## src/hw/rv_dec_pkg.sv

```systemverilog
package rv_dec_pkg;

    // Integer register and address width of RV64I
    localparam int xlen = 64;

    // Major opcodes that the decode stage recognizes
    localparam logic [6:0] op_load     = 7'b0000011;
    localparam logic [6:0] op_misc_mem = 7'b0001111;
    localparam logic [6:0] op_imm      = 7'b0010011;
    localparam logic [6:0] op_auipc    = 7'b0010111;
    localparam logic [6:0] op_imm_32   = 7'b0011011;
    localparam logic [6:0] op_store    = 7'b0100011;
    localparam logic [6:0] op_reg      = 7'b0110011;
    localparam logic [6:0] op_lui      = 7'b0110111;
    localparam logic [6:0] op_reg_32   = 7'b0111011;
    localparam logic [6:0] op_branch   = 7'b1100011;
    localparam logic [6:0] op_jalr     = 7'b1100111;
    localparam logic [6:0] op_jal      = 7'b1101111;

    // R-format field layout, which also covers the I, U and J formats by slicing
    typedef struct packed {
        logic [6:0] funct7;
        logic [4:0] rs2;
        logic [4:0] rs1;
        logic [2:0] funct3;
        logic [4:0] rd;
        logic [6:0] opcode;
    } instr_r_t;

    // S-format layout, where the rd slot carries the low immediate bits
    typedef struct packed {
        logic [6:0] imm_hi;
        logic [4:0] rs2;
        logic [4:0] rs1;
        logic [2:0] funct3;
        logic [4:0] imm_lo;
        logic [6:0] opcode;
    } instr_s_t;

    // One fetched instruction word seen through either layout
    typedef union packed {
        instr_r_t r;
        instr_s_t s;
    } instr_u;

    // Instruction class handed to the issue stage
    typedef enum logic [2:0] {
        ot_alu,
        ot_branch,
        ot_load,
        ot_store,
        ot_jal,
        ot_jalr,
        ot_fence
    } op_type_e;

    // Source of an ALU operand
    typedef enum logic [1:0] {
        opr_reg,
        opr_imm,
        opr_pc,
        opr_zero
    } operand_sel_e;

    // Control flow kind, conditional for branches and jump for JAL and JALR
    typedef enum logic [1:0] {
        br_none,
        br_cond,
        br_jump
    } br_type_e;

    // Everything the control decoder extracts from one instruction
    typedef struct packed {
        logic [2:0]   alu_op;
        logic         option;
        logic         truncate;
        br_type_e     br_type;
        logic         mem_sign;
        logic [1:0]   mem_width;
        operand_sel_e operand1;
        operand_sel_e operand2;
        op_type_e     op_type;
        logic         legal;
        logic         wb_en;
        logic [4:0]   rs1;
        logic [4:0]   rs2;
        logic [4:0]   rd;
        logic         fencei;
    } dec_ctrl_t;

    // Fetch side packet with the branch prediction side-band
    typedef struct packed {
        logic [xlen-1:0] pc;
        instr_u          instr;
        logic            bp;
        logic [xlen-1:0] bt;
    } fetch_pkt_t;

    // Packet presented to the issue stage
    typedef struct packed {
        logic [xlen-1:0] pc;
        logic            bp;
        logic [xlen-1:0] bt;
        dec_ctrl_t       ctrl;
        logic [xlen-1:0] imm;
    } issue_pkt_t;

endpackage

```

## src/hw/ctrl_decoder.sv

```systemverilog
`timescale 1ns/1ps

module ctrl_decoder (
    input  rv_dec_pkg::instr_u    instr,
    output rv_dec_pkg::dec_ctrl_t ctrl
);
    import rv_dec_pkg::*;

    logic [6:0] funct7;
    logic [2:0] funct3;
    // High when funct7 is the base encoding or the alternate (SUB, SRA) encoding
    logic       f7_ok;

    assign funct7 = instr.r.funct7;
    assign funct3 = instr.r.funct3;
    assign f7_ok  = (funct7 == 7'h00) || (funct7 == 7'h20);

    always_comb begin
        // Register indices come straight from the word whatever the format
        ctrl          = '0;
        ctrl.rs1      = instr.r.rs1;
        ctrl.rs2      = instr.r.rs2;
        ctrl.rd       = instr.r.rd;
        ctrl.br_type  = br_none;
        ctrl.operand1 = opr_reg;
        ctrl.operand2 = opr_reg;
        ctrl.op_type  = ot_alu;

        case (instr.r.opcode)
            op_lui: begin
                // The ALU adds the immediate to zero
                ctrl.operand1 = opr_zero;
                ctrl.operand2 = opr_imm;
                ctrl.legal    = 1'b1;
            end
            op_auipc: begin
                ctrl.operand1 = opr_pc;
                ctrl.operand2 = opr_imm;
                ctrl.legal    = 1'b1;
            end
            op_jal: begin
                ctrl.op_type  = ot_jal;
                ctrl.br_type  = br_jump;
                ctrl.operand1 = opr_pc;
                ctrl.operand2 = opr_imm;
                ctrl.legal    = 1'b1;
            end
            op_jalr: begin
                ctrl.op_type  = ot_jalr;
                ctrl.br_type  = br_jump;
                ctrl.operand2 = opr_imm;
                ctrl.legal    = (funct3 == 3'd0);
            end
            op_branch: begin
                // Encodings 2 and 3 have no branch defined
                ctrl.op_type = ot_branch;
                ctrl.br_type = br_cond;
                ctrl.legal   = (funct3[2:1] != 2'b01);
            end
            op_load: begin
                // funct3 bit 2 marks the zero-extending loads, and LWU is the widest of them
                ctrl.op_type   = ot_load;
                ctrl.operand2  = opr_imm;
                ctrl.mem_sign  = ~funct3[2];
                ctrl.mem_width = funct3[1:0];
                ctrl.legal     = (funct3 != 3'd7);
            end
            op_store: begin
                ctrl.op_type   = ot_store;
                ctrl.operand2  = opr_imm;
                ctrl.mem_width = funct3[1:0];
                ctrl.legal     = ~funct3[2];
            end
            op_imm: begin
                ctrl.alu_op   = funct3;
                ctrl.operand2 = opr_imm;
                // Shift amount is six bits wide here, so only funct7[6:1] is checked
                if (funct3 == 3'd1) begin
                    ctrl.legal = (funct7[6:1] == 6'd0);
                end else if (funct3 == 3'd5) begin
                    ctrl.option = funct7[5];
                    ctrl.legal  = (funct7[6:1] == 6'd0) || (funct7[6:1] == 6'b010000);
                end else begin
                    ctrl.legal = 1'b1;
                end
            end
            op_imm_32: begin
                ctrl.alu_op   = funct3;
                ctrl.truncate = 1'b1;
                ctrl.operand2 = opr_imm;
                // Word shifts take five shamt bits, so bit 25 must be clear
                if (funct3 == 3'd0) begin
                    ctrl.legal = 1'b1;
                end else if (funct3 == 3'd1) begin
                    ctrl.legal = (funct7 == 7'h00);
                end else if (funct3 == 3'd5) begin
                    ctrl.option = funct7[5];
                    ctrl.legal  = f7_ok;
                end
            end
            op_reg: begin
                ctrl.alu_op = funct3;
                ctrl.option = funct7[5];
                // The alternate encoding exists only for SUB and SRA
                ctrl.legal  = (funct7 == 7'h00) ||
                              (funct7 == 7'h20 && (funct3 == 3'd0 || funct3 == 3'd5));
            end
            op_reg_32: begin
                ctrl.alu_op   = funct3;
                ctrl.option   = funct7[5];
                ctrl.truncate = 1'b1;
                if (funct3 == 3'd0 || funct3 == 3'd5) begin
                    ctrl.legal = f7_ok;
                end else if (funct3 == 3'd1) begin
                    ctrl.legal = (funct7 == 7'h00);
                end
            end
            op_misc_mem: begin
                ctrl.op_type = ot_fence;
                ctrl.fencei  = (funct3 == 3'd1);
                ctrl.legal   = (funct3 == 3'd0) || (funct3 == 3'd1);
            end
            default: begin
                // SYSTEM and unknown opcodes stay illegal
                ctrl.legal = 1'b0;
            end
        endcase

        // Stores, branches and fences produce no register result
        ctrl.wb_en = ctrl.legal && (ctrl.op_type != ot_store) &&
                     (ctrl.op_type != ot_branch) && (ctrl.op_type != ot_fence);
    end

endmodule

```

## src/hw/imm_gen.sv

```systemverilog
`timescale 1ns/1ps

module imm_gen (
    input  rv_dec_pkg::instr_u              instr,
    output logic [rv_dec_pkg::xlen-1:0]     imm
);
    import rv_dec_pkg::*;

    // 32-bit form of the immediate, its bit 31 always equals instruction bit 31
    logic [31:0] raw;

    always_comb begin
        case (instr.r.opcode)
            op_load, op_jalr, op_imm, op_imm_32: begin
                raw = {{20{instr.r.funct7[6]}}, instr.r.funct7, instr.r.rs2};
            end
            op_store: begin
                raw = {{20{instr.s.imm_hi[6]}}, instr.s.imm_hi, instr.s.imm_lo};
            end
            op_branch: begin
                // Offset is in half-words, bit 7 supplies offset bit 11
                raw = {{20{instr.s.imm_hi[6]}}, instr.s.imm_lo[0], instr.s.imm_hi[5:0],
                       instr.s.imm_lo[4:1], 1'b0};
            end
            op_lui, op_auipc: begin
                raw = {instr.r.funct7, instr.r.rs2, instr.r.rs1, instr.r.funct3, 12'd0};
            end
            op_jal: begin
                // Bits 19:12 stay in place, bit 20 moves down to offset bit 11
                raw = {{12{instr.r.funct7[6]}}, instr.r.rs1, instr.r.funct3, instr.r.rs2[0],
                       instr.r.funct7[5:0], instr.r.rs2[4:1], 1'b0};
            end
            default: begin
                raw = 32'd0;
            end
        endcase
    end

    assign imm = {{(xlen-32){raw[31]}}, raw};

endmodule

```

## src/hw/dec_stage.sv

```systemverilog
`timescale 1ns/1ps

module dec_stage (
    input  logic                            clk,
    input  logic                            rst,
    input  logic                            flush,
    input  rv_dec_pkg::fetch_pkt_t          fetch,
    input  logic                            fetch_valid,
    output logic                            fetch_ready,
    input  rv_dec_pkg::dec_ctrl_t           ctrl,
    input  logic [rv_dec_pkg::xlen-1:0]     imm,
    output rv_dec_pkg::issue_pkt_t          issue,
    output logic                            issue_valid,
    input  logic                            issue_ready
);

    // The register can take a new entry if it is empty or its entry leaves this cycle
    assign fetch_ready = !issue_valid || issue_ready;

    // Only the valid bit is under reset and flush control
    always_ff @(posedge clk) begin
        if (rst) begin
            issue_valid <= 1'b0;
        end else if (flush) begin
            // Whatever is held or arriving on this edge is thrown away
            issue_valid <= 1'b0;
        end else if (fetch_ready) begin
            issue_valid <= fetch_valid;
        end
    end

    // Payload follows the ready signal so it stays put during a stall
    always_ff @(posedge clk) begin
        if (fetch_ready) begin
            issue.pc   <= fetch.pc;
            issue.bp   <= fetch.bp;
            issue.bt   <= fetch.bt;
            issue.ctrl <= ctrl;
            issue.imm  <= imm;
        end
    end

endmodule

```

## src/hw/dec_top.sv

```systemverilog
`timescale 1ns/1ps

module dec_top (
    input  logic                    clk,
    input  logic                    rst,
    input  logic                    flush,
    input  rv_dec_pkg::fetch_pkt_t  fetch,
    input  logic                    fetch_valid,
    output logic                    fetch_ready,
    output rv_dec_pkg::issue_pkt_t  issue,
    output logic                    issue_valid,
    input  logic                    issue_ready
);
    import rv_dec_pkg::*;

    dec_ctrl_t       ctrl;
    logic [xlen-1:0] imm;

    // Both decoders look at the same fetched word in parallel
    ctrl_decoder u_ctrl_decoder (
        .instr (fetch.instr),
        .ctrl  (ctrl)
    );

    imm_gen u_imm_gen (
        .instr (fetch.instr),
        .imm   (imm)
    );

    dec_stage u_dec_stage (
        .clk         (clk),
        .rst         (rst),
        .flush       (flush),
        .fetch       (fetch),
        .fetch_valid (fetch_valid),
        .fetch_ready (fetch_ready),
        .ctrl        (ctrl),
        .imm         (imm),
        .issue       (issue),
        .issue_valid (issue_valid),
        .issue_ready (issue_ready)
    );

endmodule

```

## config.mk

```make
export PLATFORM = sky130hd
export DESIGN_NAME = dec_top
export DESIGN_NICKNAME = d
export VERILOG_FILES = /design/src/hw/rv_dec_pkg.sv /design/src/hw/ctrl_decoder.sv /design/src/hw/imm_gen.sv /design/src/hw/dec_stage.sv /design/src/hw/dec_top.sv
export SDC_FILE = /design/constraint.sdc
export NUM_CORES = 1
export LEC_CHECK = 0
export BUFFER_PORTS_ARGS = -buffer_cell sky130_fd_sc_hd__buf_2
export CAP_MARGIN = 20
export CELL_PAD_IN_SITES_DETAIL_PLACEMENT = 0
export CELL_PAD_IN_SITES_GLOBAL_PLACEMENT = 1
export CORE_MARGIN = 2
export CORE_UTILIZATION = 36
export CTS_BUF_LIST = sky130_fd_sc_hd__clkbuf_8
export CTS_CLUSTER_SIZE = 40
export DETAILED_ROUTE_END_ITERATION = 6
export PLACE_DENSITY_LB_ADDON = 0.1
export RECOVER_POWER = 50
export SLEW_MARGIN = 0
export SYNTH_ARGS = -nofsm -noshare
export SYNTH_HDL_FRONTEND = slang
export SYNTH_HIERARCHICAL = 1
export SYNTH_SLANG_ARGS = --single-unit
```

## constraint.sdc

```tcl
create_clock -name clk -period 3.3 [get_ports clk]
set_input_delay 0.33 -clock clk [delete_from_list [all_inputs] [get_ports clk]]
set_output_delay 0.33 -clock clk [all_outputs]
set_load 0.005 [all_outputs]
```

==> reports/metrics.yaml <==
critical_path:
  startpoint_type: "register"
  path_delay_family: "buffers and inverters"
  worstPathBufferInverterCount: 2
  timing.critical_path.to_type: "register"
  critical_path_start: "u_dec_stage/issue_valid"
  slowest_stage: "sky130_fd_sc_hd__nand2b_2"
  worst-endpoint-required_ps: 3750
  path_cells: "nand2b_2, buf_12, a211oi_2, dlygate4sd3_1"
  rr_startpoint: "u_dec_stage/issue_valid"
  crit_path_max_incr_delay_ps: 760
  cp_max_fo: 56
  cp_data_arrival_time_ps: 3010
  timing.setup.critical_path_class: "register to register"
timing:
  skew_ps: 15.1
  final.min_clock_period_ps: 2560
  slew_headroom: -0.00776
  maximum_achievable_frequency_mhz: 391
  setup-violations-final: 0
  layout_worst_path_cycle_share: 0.776
  unrepaired_setup_endpoints_after_global_routing: "false"
  hold-worst-slack_ps: 92.8
  worst_tran_pin_value_ps: 1510
  number_of_hold_slack_violations_in_the_final_timing_report: 0
  fin_tns_setup_ps: 0
  number_of_slew_limit_violations_in_the_final_report: 53
route:
  via_count: 5896
  firstDrtPassIters: 5
  drtAntennaViolNets: 0
  detailedRoute.firstIterationViolations: 367
  drt_wl_total_mm: 25.2
  detail_route.vias_per_cell: 4.65
  drc_errors: 0
  drt-wirelength-per-cell_um: 19.9
global_route:
  wire_length_of_the_first_global_routing_pass_mm: 35.2
  all_layer_gr_usage: 0.195
  pin_count_of_the_biggest_net_entering_global_routing: 57
  global_route.overflow_total: 0
  grt_antenna_before_repair: 1
  via_count_of_the_first_global_routing_pass: 6046
layout:
  drive_above_1_share: 0.314
  layout.cells.most_common: "sky130_fd_sc_hd__buf_2"
  finalCoreUtilization: 0.538
  nets: 1122
  areaGrowthSynthToFinish_pct: 46.3
  fin_cells: 1269
  layout.cells.most_common_list: "sky130_fd_sc_hd__buf_2, sky130_fd_sc_hd__edfxtp_1, sky130_fd_sc_hd__clkbuf_1, sky130_fd_sc_hd__dlygate4sd3_1, sky130_fd_sc_hd__clkbuf_8"
logic_synthesis:
  synth.mux.area_fraction: 0.00301
  synth_top_family_by_area: "simple AND/OR/NAND/NOR gates"
  synth_fp_nets: 604
  postSynthAreaPerCell_um2: 19.0
  synth_seq_area_share: 0.825
  synth_top_flop_cell: "sky130_fd_sc_hd__edfxtp_1"
  number_of_enable_flip_flop_cells_after_synthesis: 228
  synth.cell_area_mm2: 0.00832
  synth_xor_xnor_area_share: 0.00211
  ys_ff_latch: 229
  yosys.area_share.adder: 0
  synthArstFlopShare: 0
  synth-simple-area-share: 0.0647
  synthesis.yosys.warnings: 6
  synth_compound_area_frac: 0.0462
  post_synth_inst_count: 438
  count_of_different_cell_masters_after_synthesis: 52
placed_design:
  placedCellCount: 1060
  detailed_place_hpwl_mm: 17.4
  gp_congestion: 0.783
  placement.io_buffers: 395
pwr:
  share_clk_of_total_power: 0.357
  power.share.sequential: 0.551
  internal_power_mw: 4.80
  pwr_density_cell_mw_per_mm2: 509
  netSwitchingFraction: 0.225
  logic_gate_share_of_total_power: 0.092
  vdd_ir_drop_max_uv: 315
  design_power_total_mw: 6.19
  power.net_switching_mw: 1.39
  power.static_leakage_nw: 5.16
clock_tree:
  cts_root_buffer: "sky130_fd_sc_hd__clkbuf_8"
  tritoncts: "yes"
  ctsResizeCount: 0
  cts-root-to-sink-buffers: 3
  cts.sinks: 229
  clkSlewWorstSetupHoldPaths_ps: 50
  h_tree_lvls: 2
  clock_latency_ps: 500
  numCtsBuffers: 39
floorplanning:
  io_pins: 396
  floorplan.initialDensity: 0.367
  floorplan.die_area_mm2: 0.0243
  die_h_um: 156
  chipWidth_um: 156
  row_count: 55
  core_area_mm2: 0.0226
job:
  timing.max_cap.violations: 1
min_path:
  min-delay-path-class: "input port to register"
  timing.hold.worst.start: "fetch[86]"
outcome:
  outcome: "finished, violations left"
  violated_checks: "max-capacitance violations, max-slew violations"
## worst paths after layout
check | endpoint | slack (ps) | cells after the start
max | u_dec_stage/issue_valid | 740 | 4
min | u_dec_stage/issue[71] | 90 | 1
max reg2reg | u_dec_stage/issue_valid | 740 | 4
min reg2reg | u_dec_stage/issue[224] | 1530 | 1
## repair_timing
action / in CTS / in global routing
endpoints found under the hold margin: 137 / 2
hold buffers: 138 / 2
buffers inserted: 0 / 0
## power groups by stage
| stage | clock, mW | combinational, mW | sequential [mW] |
|---|---|---|---|
| after floorplan | 0 | 0.122 | 3.50 |
| after global placement | 0 | 0.457 | 3.47 |
| after detailed placement | 0 | 0.462 | 3.47 |
| after CTS | 2.27 | 0.596 | 3.41 |
| after global routing | 2.41 | 0.612 | 3.43 |
| final | 2.21 | 0.571 | 3.41 |
## final cells by class
type / count / area, um2
antenna: 1 / 2.50
clock buffer: 41 / 564
clock inverter: 27 / 106
fill: 1944 / 10500
inverter: 8 / 30.0
multi-input combinational: 138 / 963
sequential: 229 / 6870
tap: 285 / 357
timing repair buffer: 540 / 3280
## kinds of logic after synthesis
group                  count (synthesis)
flip-flops                           229
multiplexers                           2
XOR/XNOR                               2
other                                  1
AND/OR/NAND/NOR                       85
buffers and inverters                 71
AO/OA/AOI/OAI                         48
## layer usage
layer,vias up,track usage,part of all wire
met5,-,0,0
met4,0,0.0900,0.039
met3,55,0.0606,0.083
met2,291,0.341,0.50
met1,2843,0.218,0.37
li1,2707,-,-
## synth_stat cells (2+ instances only)
master	number	share of area
sky130_fd_sc_hd__and2_1	9	0.0068
sky130_fd_sc_hd__or4_1	3	0.0027
sky130_fd_sc_hd__inv_1	8	0.0036
sky130_fd_sc_hd__nor4_1	6	0.0045
sky130_fd_sc_hd__buf_2	6	0.0036
sky130_fd_sc_hd__clkbuf_1	5	0.0023
sky130_fd_sc_hd__or3_1	3	0.0023
sky130_fd_sc_hd__nand4b_1	2	0.0021
sky130_fd_sc_hd__edfxtp_1	228	0.82
sky130_fd_sc_hd__buf_4	48	0.043
sky130_fd_sc_hd__nor3b_1	3	0.0027
sky130_fd_sc_hd__nand2b_1	5	0.0038
sky130_fd_sc_hd__nand3_1	3	0.0018
sky130_fd_sc_hd__a21o_1	8	0.0072
sky130_fd_sc_hd__xor2_1	2	0.0021
sky130_fd_sc_hd__nand3b_1	2	0.0018
sky130_fd_sc_hd__a32o_2	4	0.0054
sky130_fd_sc_hd__buf_6	4	0.0054
sky130_fd_sc_hd__a21oi_1	5	0.0030
sky130_fd_sc_hd__nand2_1	8	0.0036
sky130_fd_sc_hd__nor3_1	7	0.0042
sky130_fd_sc_hd__nor2_1	13	0.0059
sky130_fd_sc_hd__o21ai_0	7	0.0042
sky130_fd_sc_hd__o211ai_1	3	0.0027
sky130_fd_sc_hd__nand4_1	3	0.0023
sky130_fd_sc_hd__and3_1	4	0.0030
sky130_fd_sc_hd__a32o_1	11	0.013
sky130_fd_sc_hd__nor2b_1	3	0.0023
sky130_fd_sc_hd__and3b_1	2	0.0021
## state kept, by name, indices dropped and copies added (netlist names)
| name | flops |
|---|---|
| u_dec_stage/issue_valid | 1 |
| u_dec_stage/issue | 228 |
## through the flow
step / instance area (um2) / setup slack (ps)
detailed placement: 10300 / 1210
floorplan: 8320 / 835
CTS: 12300 / 1130
global placement: 10300 / 1270
finish: 12200 / 740
global route: 12200 / 554
No activity file was read; power rests on OpenSTA's default activity.
